File: config.mk
export PLATFORM = sky130hd
export DESIGN_NAME = zynq_shell_top
export DESIGN_NICKNAME = d
export VERILOG_FILES = /design/src/design/zynq_shell_pkg.sv /design/src/design/csr_bank.sv /design/src/design/host_addr_xlate.sv /design/src/design/dram_port_map.sv /design/src/design/mem_profiler.sv /design/src/design/zynq_shell_top.sv
export SDC_FILE = /design/constraint.sdc
export NUM_CORES = 1
export LEC_CHECK = 0
export BUFFER_PORTS_ARGS = -buffer_cell sky130_fd_sc_hd__buf_4
export CAP_MARGIN = 10
export CELL_PAD_IN_SITES_DETAIL_PLACEMENT = 2
export CELL_PAD_IN_SITES_GLOBAL_PLACEMENT = 2
export CORE_MARGIN = 2
export CORE_UTILIZATION = 29
export DETAILED_ROUTE_END_ITERATION = 6
export PLACE_DENSITY = 0.83
export SYNTH_ARGS = -nofsm -noshare
export SYNTH_HDL_FRONTEND = slang
export SYNTH_SLANG_ARGS = --single-unit
File: constraint.sdc
create_clock -name aclk -period 2.6 [get_ports aclk]
set_clock_uncertainty 0.1 [all_clocks]
set_input_delay 0.26 -clock aclk [delete_from_list [all_inputs] [get_ports aclk]]
set_output_delay 0.26 -clock aclk [all_outputs]
set_load 0.02 [all_outputs]
File: src/design/zynq_shell_pkg.sv
package zynq_shell_pkg;

   ////////////////////
   // widths
   ////////////////////

   // processor side addresses are one full word
   localparam int axil_addr_width_c  = 32;
   // the host port loses the top two address bits
   localparam int host_addr_width_c  = 30;
   localparam int csr_data_width_c   = 32;
   // one bit per 8 MiB region of processor DRAM space
   localparam int region_idx_width_c = 7;

   typedef logic [axil_addr_width_c-1:0]  axil_addr_t;
   typedef logic [host_addr_width_c-1:0]  host_addr_t;
   typedef logic [csr_data_width_c-1:0]   csr_word_t;
   typedef logic [region_idx_width_c-1:0] region_idx_t;

   // processor DRAM starts here, stripped before rebasing
   localparam axil_addr_t dram_xor_base_c = 32'h8000_0000;

   // profiler bitmap words visible to the host
   localparam int prof_words_c = 4;

   ////////////////////
   // enums
   ////////////////////

   typedef enum logic [2:0] {
      e_csr_sys_reset = 3'd0,
      e_csr_bitbang   = 3'd1,
      e_csr_dram_init = 3'd2,
      e_csr_dram_base = 3'd3,
      e_csr_prof0     = 3'd4,
      e_csr_prof1     = 3'd5,
      e_csr_prof2     = 3'd6,
      e_csr_prof3     = 3'd7
   } csr_idx_e;

   typedef enum logic [1:0] {
      e_win_dram    = 2'd0,
      e_win_local   = 2'd1,
      e_win_invalid = 2'd2
   } host_win_e;

   ////////////////////
   // structs
   ////////////////////

   // one DRAM request strobe from the processor
   typedef struct packed {
      logic       valid;
      axil_addr_t addr;
   } dram_req_s;

   // per channel result handed to the profiler
   typedef struct packed {
      logic        valid;
      region_idx_t region;
      logic        oor;
   } dram_hit_s;

endpackage

File: src/design/csr_bank.sv
`timescale 1ns/1ns

module csr_bank (
   input  logic                                                  aclk,
   input  logic                                                  rst_n_i,
   input  logic                                                  csr_we_i,
   input  logic                                                  csr_re_i,
   input  zynq_shell_pkg::csr_idx_e                              csr_idx_i,
   input  zynq_shell_pkg::csr_word_t                             csr_wdata_i,
   input  zynq_shell_pkg::csr_word_t [zynq_shell_pkg::prof_words_c-1:0] prof_bits_i,
   output zynq_shell_pkg::csr_word_t                             csr_rdata_o,
   output logic                                                  csr_rvalid_o,
   output logic                                                  sys_resetn_o,
   output logic                                                  bb_data_o,
   output logic                                                  bb_v_o,
   output logic                                                  dram_init_o,
   output zynq_shell_pkg::axil_addr_t                            dram_base_o
);

   import zynq_shell_pkg::*;

   // host writable words, kept whole so they read back as written
   csr_word_t sys_reset_r;
   csr_word_t bitbang_r;
   csr_word_t dram_init_r;
   csr_word_t dram_base_r;

   logic      bb_v_r;
   logic      rvalid_r;
   csr_word_t rdata_r;
   csr_word_t rdata_mux;

   ////////////////////
   // write side
   ////////////////////

   always_ff @(posedge aclk) begin
      if (!rst_n_i) begin
         sys_reset_r <= '0;
         bitbang_r   <= '0;
         dram_init_r <= '0;
         dram_base_r <= '0;
      end else if (csr_we_i) begin
         case (csr_idx_i)
            e_csr_sys_reset: sys_reset_r <= csr_wdata_i;
            e_csr_bitbang:   bitbang_r   <= csr_wdata_i;
            e_csr_dram_init: dram_init_r <= csr_wdata_i;
            e_csr_dram_base: dram_base_r <= csr_wdata_i;
            // profiler words are read only
            default: ;
         endcase
      end
   end

   // one strobe per bit-bang write, lands with the new data bit
   always_ff @(posedge aclk) begin
      if (!rst_n_i) begin
         bb_v_r   <= 1'b0;
         rvalid_r <= 1'b0;
      end else begin
         bb_v_r   <= csr_we_i && (csr_idx_i == e_csr_bitbang);
         rvalid_r <= csr_re_i;
      end
   end

   ////////////////////
   // read side
   ////////////////////

   always_comb begin
      case (csr_idx_i)
         e_csr_sys_reset: rdata_mux = sys_reset_r;
         e_csr_bitbang:   rdata_mux = bitbang_r;
         e_csr_dram_init: rdata_mux = dram_init_r;
         e_csr_dram_base: rdata_mux = dram_base_r;
         // indices 4..7 select a profiler word
         default:         rdata_mux = prof_bits_i[csr_idx_i[1:0]];
      endcase
   end

   always_ff @(posedge aclk) begin
      if (csr_re_i) begin
         rdata_r <= rdata_mux;
      end
   end

   assign csr_rdata_o  = rdata_r;
   assign csr_rvalid_o = rvalid_r;
   // active low system reset, released by writing a 1
   assign sys_resetn_o = sys_reset_r[0];
   assign bb_data_o    = bitbang_r[0];
   assign bb_v_o       = bb_v_r;
   assign dram_init_o  = dram_init_r[0];
   assign dram_base_o  = dram_base_r;

endmodule

File: src/design/host_addr_xlate.sv
`timescale 1ns/1ns

module host_addr_xlate (
   input  zynq_shell_pkg::host_addr_t hs_awaddr_i,
   input  zynq_shell_pkg::host_addr_t hs_araddr_i,
   output zynq_shell_pkg::axil_addr_t bp_awaddr_o,
   output zynq_shell_pkg::axil_addr_t bp_araddr_o,
   output zynq_shell_pkg::host_win_e  aw_win_o,
   output zynq_shell_pkg::host_win_e  ar_win_o
);

   import zynq_shell_pkg::*;

   ////////////////////
   // address map
   ////////////////////

   // host 0x0xxx_xxxx lands in processor DRAM at 0x8xxx_xxxx
   // host 0x2xxx_xxxx lands in processor local space at 0x0xxx_xxxx
   function automatic axil_addr_t xlate(input host_addr_t addr);
      return {~addr[29], 3'b000, addr[27:0]};
   endfunction

   // bit 28 has no home in either window
   function automatic host_win_e classify(input host_addr_t addr);
      host_win_e win;
      if (addr[28]) begin
         win = e_win_invalid;
      end else if (addr[29]) begin
         win = e_win_local;
      end else begin
         win = e_win_dram;
      end
      return win;
   endfunction

   // write and read address channels are handled the same way
   assign bp_awaddr_o = xlate(hs_awaddr_i);
   assign bp_araddr_o = xlate(hs_araddr_i);
   assign aw_win_o    = classify(hs_awaddr_i);
   assign ar_win_o    = classify(hs_araddr_i);

endmodule

File: src/design/dram_port_map.sv
`timescale 1ns/1ns

module dram_port_map #(
   parameter zynq_shell_pkg::axil_addr_t mem_limit_p    = 32'h1000_0000,
   parameter int                         prof_regions_p = 128,
   parameter int                         region_lsb_p   = 23
) (
   input  zynq_shell_pkg::dram_req_s  req_i,
   input  zynq_shell_pkg::axil_addr_t dram_base_i,
   output zynq_shell_pkg::axil_addr_t addr_o,
   output zynq_shell_pkg::dram_hit_s  hit_o
);

   import zynq_shell_pkg::*;

   // index width follows the number of profiled regions
   localparam int region_w_lp = $clog2(prof_regions_p);

   axil_addr_t dram_offset;
   region_idx_t region_idx;

   ////////////////////
   // rebasing
   ////////////////////

   // strip the processor DRAM base, then move into the host allocation
   assign dram_offset = req_i.addr ^ dram_xor_base_c;
   assign addr_o      = dram_offset + dram_base_i;

   // region comes from the processor view of the address
   assign region_idx = region_idx_t'(req_i.addr[region_lsb_p +: region_w_lp]);

   always_comb begin
      hit_o.valid  = req_i.valid;
      hit_o.region = region_idx;
      // anything past the allocation is flagged but still passed on
      hit_o.oor    = (dram_offset >= mem_limit_p);
   end

endmodule

File: src/design/mem_profiler.sv
`timescale 1ns/1ns

module mem_profiler #(
   parameter int prof_regions_p = 128
) (
   input  logic                                                  aclk,
   input  logic                                                  rst_n_i,
   input  logic                                                  sys_resetn_i,
   input  zynq_shell_pkg::dram_hit_s                             wr_hit_i,
   input  zynq_shell_pkg::dram_hit_s                             rd_hit_i,
   output zynq_shell_pkg::csr_word_t [zynq_shell_pkg::prof_words_c-1:0] prof_bits_o,
   output logic                                                  dram_oor_o
);

   import zynq_shell_pkg::*;

   localparam int prof_bits_lp = prof_words_c * $bits(csr_word_t);

   logic [prof_regions_p-1:0] map_r;
   logic [prof_regions_p-1:0] wr_set;
   logic [prof_regions_p-1:0] rd_set;
   logic [prof_bits_lp-1:0]   map_ext;
   logic                      oor_r;
   logic                      prof_clear;

   // one hot region bit per channel, empty when the channel is idle
   always_comb begin
      wr_set = '0;
      rd_set = '0;
      wr_set[wr_hit_i.region] = wr_hit_i.valid;
      rd_set[rd_hit_i.region] = rd_hit_i.valid;
   end

   // system reset wipes the history along with the core
   assign prof_clear = !rst_n_i || !sys_resetn_i;

   ////////////////////
   // sticky state
   ////////////////////

   always_ff @(posedge aclk) begin
      if (prof_clear) begin
         map_r <= '0;
         oor_r <= 1'b0;
      end else begin
         map_r <= map_r | wr_set | rd_set;
         oor_r <= oor_r
                  | (wr_hit_i.valid & wr_hit_i.oor)
                  | (rd_hit_i.valid & rd_hit_i.oor);
      end
   end

   // word 0 holds regions 31..0
   assign map_ext     = prof_bits_lp'(map_r);
   assign prof_bits_o = map_ext;
   assign dram_oor_o  = oor_r;

endmodule

File: src/design/zynq_shell_top.sv
`timescale 1ns/1ns

module zynq_shell_top #(
   parameter zynq_shell_pkg::axil_addr_t mem_limit_p    = 32'h1000_0000,
   parameter int                         prof_regions_p = 128,
   parameter int                         region_lsb_p   = 23
) (
   input  logic                       aclk,
   input  logic                       rst_n_i,
   // host CSR strobes
   input  logic                       csr_we_i,
   input  logic                       csr_re_i,
   input  zynq_shell_pkg::csr_idx_e   csr_idx_i,
   input  zynq_shell_pkg::csr_word_t  csr_wdata_i,
   output zynq_shell_pkg::csr_word_t  csr_rdata_o,
   output logic                       csr_rvalid_o,
   output logic                       sys_resetn_o,
   output logic                       bb_data_o,
   output logic                       bb_v_o,
   output logic                       dram_init_o,
   // host window port
   input  zynq_shell_pkg::host_addr_t hs_awaddr_i,
   input  zynq_shell_pkg::host_addr_t hs_araddr_i,
   output zynq_shell_pkg::axil_addr_t hs_awaddr_o,
   output zynq_shell_pkg::axil_addr_t hs_araddr_o,
   output zynq_shell_pkg::host_win_e  hs_aw_win_o,
   output zynq_shell_pkg::host_win_e  hs_ar_win_o,
   // processor DRAM requests
   input  zynq_shell_pkg::dram_req_s  dram_wr_i,
   input  zynq_shell_pkg::dram_req_s  dram_rd_i,
   output zynq_shell_pkg::axil_addr_t dram_wr_addr_o,
   output zynq_shell_pkg::axil_addr_t dram_rd_addr_o,
   output logic                       dram_oor_o
);

   import zynq_shell_pkg::*;

   axil_addr_t dram_base;
   dram_hit_s  wr_hit;
   dram_hit_s  rd_hit;
   csr_word_t [prof_words_c-1:0] prof_bits;

   ////////////////////
   // host side
   ////////////////////

   csr_bank u_csr_bank (
      .aclk         (aclk),
      .rst_n_i      (rst_n_i),
      .csr_we_i     (csr_we_i),
      .csr_re_i     (csr_re_i),
      .csr_idx_i    (csr_idx_i),
      .csr_wdata_i  (csr_wdata_i),
      .prof_bits_i  (prof_bits),
      .csr_rdata_o  (csr_rdata_o),
      .csr_rvalid_o (csr_rvalid_o),
      .sys_resetn_o (sys_resetn_o),
      .bb_data_o    (bb_data_o),
      .bb_v_o       (bb_v_o),
      .dram_init_o  (dram_init_o),
      .dram_base_o  (dram_base)
   );

   host_addr_xlate u_xlate (
      .hs_awaddr_i (hs_awaddr_i),
      .hs_araddr_i (hs_araddr_i),
      .bp_awaddr_o (hs_awaddr_o),
      .bp_araddr_o (hs_araddr_o),
      .aw_win_o    (hs_aw_win_o),
      .ar_win_o    (hs_ar_win_o)
   );

   ////////////////////
   // DRAM side
   ////////////////////

   dram_port_map #(
      .mem_limit_p    (mem_limit_p),
      .prof_regions_p (prof_regions_p),
      .region_lsb_p   (region_lsb_p)
   ) u_wr_map (
      .req_i       (dram_wr_i),
      .dram_base_i (dram_base),
      .addr_o      (dram_wr_addr_o),
      .hit_o       (wr_hit)
   );

   dram_port_map #(
      .mem_limit_p    (mem_limit_p),
      .prof_regions_p (prof_regions_p),
      .region_lsb_p   (region_lsb_p)
   ) u_rd_map (
      .req_i       (dram_rd_i),
      .dram_base_i (dram_base),
      .addr_o      (dram_rd_addr_o),
      .hit_o       (rd_hit)
   );

   // held clear while the core sits in system reset
   mem_profiler #(
      .prof_regions_p (prof_regions_p)
   ) u_profiler (
      .aclk         (aclk),
      .rst_n_i      (rst_n_i),
      .sys_resetn_i (sys_resetn_o),
      .wr_hit_i     (wr_hit),
      .rd_hit_i     (rd_hit),
      .prof_bits_o  (prof_bits),
      .dram_oor_o   (dram_oor_o)
   );

endmodule

==> impl_results.md, run 1 <==
* Outcome: finished, violations left
* Failing checks: negative setup slack
* Placement Cell Area at 19800 um^2
* Row Count at 86
* Core ar. at 55000 um^2
* Crit. End Element: output port
* Hold Startpoint: csr_idx_i[2]
* Number of flops mapped to enable cells by yosys at 32
* Synth top cells by count: 348 x nand2_1, 300 x nor2_1, 259 x dfxtp_1, 130 x o22ai_1, 114 x clkbuf_1
* Share of cells above drive strength 1 at 33.2%
* Worst Hold Path Cells at 3
* Critical R2R Launch: u_profiler.prof_bits_o[11]
* TritonCTS clock tree: built
* WL final at 102000 um
* DRC at 0
* Worst Max-Slew Pin Slew at 0.921 ns
* WS Path Type: flip-flop to output port
* Power Total at 12.0 mW
* I/O pins at 335
* Worst R2R Setup Slack at 0.59 ns
* Post-Syn Area at 16100 um^2
* Via Count at 18700
* Sequential-to-total area share from yosys stat at 38.2%
* Max Cap Viol at 0
* Footprint of the multi-input gates at 10200 um^2
* Area contributors post-synth: dfxtp_1 32%, nand2_1 8.1%, nor2_1 7.0%, edfxtp_1 6.0%, o22ai_1 5.1%
* Number of global-route vias before repair at 19800
* Vert. Die Dim at 239 um
* Fin Hold WS at 0.0789 ns
* Drt wl/cell at 32.6 um
* Starting Density at 29.2%
* Synth warn at 0
* Die Width at 239 um
* RSZ-0062 raised after global routing: yes
* Gr ovfl total at 0
* Largest net degree at the start of global routing at 131
* Power Density at 522 nW/um^2
* Fin. max-slew vios at 0
* End-of-flow core utilization at 41.8%
* Hold WC Path Type: input port to flip-flop
* Port Buffers at 216
* Synth Flop Type: dfxtp_1
* Period minus WS final at 4.11 ns
* Final period utilization at 158%
* Worst r2r path cells at 3
* # fillers at 5857
* DRT Pass-1 Iters at 7
* Synth Register Bits at 291
* Crit path DAT at 3.75 ns
* Final hold vios at 0
* Syn Inst Count at 1949
* GR Util All Layers at 31.4%
* Worst vdd ir at 0.000331 V
* CP max-delay cell: dfxtp_4
* Crit path cell chain: ha_1 > buf_4 > nand4_1 > nor2_1 > o21ai_4 > a211o_1 > a21boi_4 > a41oi_2 > xnor2_2 > buf_4
* WP buf/inv at 2
* Startpoint types: flip-flop
* Synth unique cells at 76
* DPL Wire Length at 56100 um
* Peak Freq at 243 MHz
* Syn Area/Cell at 8.25 um^2
* Die ar. at 57300 um^2
* Layout area overhead at 42.9%
* Clk root buf: clkbuf_16
* # setup viols final at 57
* Area leader, netlist: dfxtp_1
* R2R Path End: u_csr_bank.csr_rdata_o[11]
* DRT antenna net count at 0
* Clock Sinks at 291
* First-pass GRT wire length at 135000 um
* Clock Latency Late Sink at 0.55 ns
* CP delay by family, top: compound AO/OA/AOI/OAI gates
* Drt initial violations at 1795
* # H-tree levels at 2
* Initial antenna violation count at 7
* P_leak at 9.05 nW
* Total CTS buffers at 35
* Normalized max-slew margin at 38.0%
* Most common cell type on the critical path: buf_4
* CTS max path bufs at 3
* Reg area at 6190 um^2
* Reg clk slew, reported paths at 0.07 ns
* Final nets at 2571
* CP Depth at 10
* Worst Path Required at 2.24 ns
* CP Max Fanout at 5
* CP peak stage delay at 0.41 ns
* Async SR Flop Fraction at 0%
* Vias per inst at 6.00
* Most common cell in the netlist: nand2_1
* Area share of the largest cell type after synthesis at 32.3%
* Final instance area at 23000 um^2
* Worst setup margin at -1.51 ns
* Routability Congestion at 0.905
* Hold worst-path end: u_csr_bank.csr_rdata_o[0]
[where the power goes]
| group | internal (mW) | switching [mW] | leakage [nW] |
|---|---|---|---|
| Combinational | 0.879 | 1.30 | 6.06 |
| Clock | 2.93 | 2.21 | 0.558 |
| Sequential | 4.59 | 0.0726 | 2.43 |
| Total | 8.40 | 3.58 | 9.05 |
[registers in the layout (all words and copies together), names as in the netlist, 32 cells and up]
register	flops
u_csr_bank.csr_rdata_o	32
u_csr_bank.sys_reset_r	32
u_profiler.prof_bits_o	128
u_csr_bank.dram_init_r	32
u_csr_bank.bitbang_r	32
u_csr_bank.dram_base_o	32
[logic make-up after synthesis]
logic type | count (synthesis) | synth area share [%]
AO/OA/AOI/OAI | 511 | 22.3
XOR/XNOR | 56 | 3.05
adder cells (fa/ha/maj) | 64 | 5.08
buffers and inverters | 203 | 6.36
flip-flops | 291 | 38.2
multiplexers | 33 | 4.55
other | 1 | 0.0233
AND/OR/NAND/NOR | 790 | 20.4
[timing repair]
action,CTS,global route
resized for setup,182,69
pin swaps,80,49
buffers inserted,30,25
hold endpoints to repair,123,0
hold buffers,35,0
endpoints found under the setup margin,56,58
[worst reg2reg max path, stage by stage, from the launching register on]
cell and delay [ns]:
dfxtp_1 0.31, mux4_2 0.47, nand2_1 0.20, nand3_1 0.49
[per-stage QoR]
step                TNS, ns  cells  setup WS, ns
finish               -58.20   3116         -1.51
CTS                  -40.63   3092         -1.10
detailed placement   -18.25   2970        -0.706
global route         -60.76   3114         -1.48
global placement     -14.27   2970        -0.656
floorplan             -1.13   1954        -0.165
[worst max-delay path by stage]
stage                               startpoint                 end  slack (ns)
floorplan            u_csr_bank.dram_base_o[0]  dram_wr_addr_o[28]       -0.16
global placement                  dram_rd_i[0]  dram_rd_addr_o[26]       -0.66
detailed placement                dram_rd_i[0]  dram_rd_addr_o[26]       -0.71
CTS                  u_csr_bank.dram_base_o[0]  dram_rd_addr_o[24]       -1.10
global route         u_csr_bank.dram_base_o[7]  dram_wr_addr_o[26]       -1.48
finish              u_csr_bank.dram_base_o[10]  dram_wr_addr_o[26]       -1.51
[final cells by class]
type	count	area share, %
Clock buffer	54	4.66
Multi-Input combinational cell	1460	44.6
Tap cell	748	4.08
Antenna cell	3	0.0327
Clock inverter	6	0.256
Sequential cell	291	26.9
Timing Repair Buffer	543	19.3
Inverter	11	0.180
[routing by layer]
layer | wire length (um) | share of wire, % | up-vias | GRT usage, %
li1 | - | - | 7590 | -
met1 | 35500 | 35 | 9449 | 34.0
met2 | 49600 | 49 | 1135 | 57.0
met3 | 7570 | 7.4 | 520 | 5.72
met4 | 8870 | 8.7 | 10 | 18.5
met5 | 67 | 0.066 | - | 0
[layout by cell type, fill, tap and decap left out, types with 10 or more instances in the layout]
cell type / count
a21boi_0: 90
a21boi_1: 38
a21o_1: 39
a21oi_1: 28
a21oi_2: 11
a22oi_1: 64
buf_4: 454
buf_6: 47
clkbuf_16: 37
dfxtp_1: 243
dlygate4sd3_1: 35
edfxtp_1: 32
ha_1: 43
ha_4: 15
inv_1: 11
mux4_2: 32
nand2_1: 341
nand3_1: 61
nand4_1: 10
nor2_1: 288
nor2b_1: 11
o21ai_2: 13
o22ai_1: 129
xnor2_2: 24
xor2_2: 10
Power figures use the tool's default switching activity.
==> run 2: changes to the inputs <==
RECOVER_POWER = 25   (was default)
==> impl_results.md, run 2 (synthesis gave the netlist of run 1 again) <==
* Fin. max-slew vios at 34
* Power Density at 523 nW/um^2
* Share of cells above drive strength 1 at 32.7%
* Startpoint types: flip-flop
* Worst R2R Setup Slack at 0.58 ns
* Die ar. at 57300 um^2
* Via Count at 18700
* Drt initial violations at 1740
* Fin Hold WS at 0.0780 ns
* Dpl ws at -0.706 ns
* Crit. End Element: output port
* Largest net degree at the start of global routing at 131
* Routability Congestion at 0.905
* Worst r2r path cells at 3
* Max Cap Viol at 1
* Vias per inst at 5.99
* Most common cell type on the critical path: buf_4
* WL final at 102000 um
* # H-tree levels at 2
* DRT antenna net count at 0
* WS Path Type: flip-flop to output port
* Vert. Die Dim at 239 um
* Most frequent cells in the layout: 442 x buf_4, 341 x nand2_1, 288 x nor2_1
* CP startpoint: u_csr_bank.dram_base_o[10]
* RSZ-0062 raised after global routing: yes
* Peak Freq at 245 MHz
* Clock power frac at 42.9%
* TritonCTS clock tree: built
* Critical R2R Launch: u_profiler.prof_bits_o[107]
* Clock Sinks at 291
* Drt wl/cell at 32.7 um
* Final nets at 2571
* Failing checks: max-capacitance violations, max-slew violations, negative setup slack
* Period minus WS final at 4.09 ns
* Final hold vios at 0
* Crit path cell chain: ha_1 > buf_4 > nand4_1 > nor2_1 > o21ai_4 > a211o_1 > a21boi_4 > a41oi_2 > xnor2_2 > buf_4
* Reg clk slew, reported paths at 0.07 ns
* I/O pins at 335
* Power Total at 12.0 mW
* Core ar. at 55000 um^2
* Clock Latency Late Sink at 0.55 ns
* Layout area overhead at 42.6%
* DPL Wire Length at 56100 um
* P_leak at 9.00 nW
* Crit path DAT at 3.73 ns
* Worst setup margin at -1.49 ns
* Pint at 8.40 mW
* CP Max Fanout at 5
* Clk root buf: clkbuf_16
* Die Width at 239 um
* Logic pwr share at 18.1%
* CTS max path bufs at 3
* # setup viols final at 57
* Commonest non-fill, non-tap cell in the layout: buf_4
* Worst Path Required at 2.24 ns
* Worst vdd ir at 0.000329 V
* Max FFs per register at 128
* CP max-delay cell: dfxtp_4
* R2R Path End: u_csr_bank.csr_rdata_o[11]
* Sequential share of power at 39.0%
* Initial antenna violation count at 7
* Gr ovfl total at 0
* Total CTS buffers at 35
* CP Capture Point: dram_wr_addr_o[26]
* Row Count at 86
* Sw Ratio at 29.9%
* NetSw at 3.58 mW
* Outcome: finished, violations left
* Final period utilization at 157%
* Number of global-route vias before repair at 19800
* Port Buffers at 216
* First-pass GRT wire length at 135000 um
* Worst Max-Slew Pin Slew at 2.62 ns
* Hold WC Path Type: input port to flip-flop
* GR Util All Layers at 31.4%
* Starting Density at 29.2%
* DRT Pass-1 Iters at 6
* CP peak stage delay at 0.41 ns
* DRC at 0
* Normalized max-slew margin at -74.8%
## run 2: layout make-up
type                    instances  area, um^2
well taps                     748         936
repair buffers                543        4380
clock buffers                  54        1070
diodes                          2        5.00
clock inverters                 6        58.8
flip-flops and latches        291        6190
multi-input cells            1460       10200
inverters                      11        41.3
fillers                      5876       32100
## run 2: worst min path at each step
| stage | startpoint | end | cells after the start |
|---|---|---|---|
| finish | csr_idx_i[2] | u_csr_bank.csr_rdata_o[0] | 3 |
| global route | csr_idx_i[2] | u_csr_bank.csr_rdata_o[0] | 3 |
| CTS | csr_idx_i[2] | u_csr_bank.csr_rdata_o[0] | 3 |
| detailed placement | u_csr_bank.bitbang_r[29] | u_csr_bank.bitbang_r[29] | 2 |
| global placement | u_csr_bank.sys_reset_r[18] | u_csr_bank.sys_reset_r[18] | 2 |
| floorplan | csr_re_i | u_csr_bank.csr_rdata_o[0] | 0 |
## run 2: timing repair
| action | CTS | global route |
|---|---|---|
| setup buffers | 30 | 25 |
| endpoints found under the hold margin | 123 | 0 |
| hold buffers | 35 | 0 |
| gates cloned | 0 | 0 |
| endpoints found under the setup margin | 56 | 58 |
| pin swaps | 80 | 49 |
| gates resized for setup | 182 | 69 |
## run 2: metal layers
layer | routed length, um | up-vias | track usage [%]
met5 | 67 | - | 0
met3 | 7610 | 519 | 5.72
met2 | 49700 | 1195 | 57.0
li1 | - | 7581 | -
met4 | 8760 | 10 | 18.5
met1 | 35700 | 9362 | 34.0
## run 2: stage by stage
stage,cells,instance area [um^2],setup TNS (ns),util (%)
finish,3115,22900,-58.31,41.7
global route,3114,22900,-60.76,41.7
CTS,3092,22400,-40.63,40.7
detailed placement,2970,19800,-18.25,36.0
global placement,2970,19800,-14.27,36.0
floorplan,1954,16300,-1.13,-
## run 2: power by group through the flow
stage	logic [mW]	registers, mW	clock network (mW)
final	2.17	4.67	5.14
after global routing	2.22	4.67	5.32
after CTS	1.90	4.65	5.01
after detailed placement	1.70	4.75	0
after global placement	1.62	4.74	0
after floorplan	0.922	4.76	0
## run 2: worst max-delay path, delay by kind of cell, from the launching register on
family | cells | cell delay, ns
buffers and inverters | 2 | 0.35
and+or+nand+nor | 2 | 0.64
xor gates and xnor gates | 1 | 0.30
AOI/OAI and AO/OA | 4 | 1.09
adders and majority gates | 1 | 0.40
DFF | 1 | 0.41
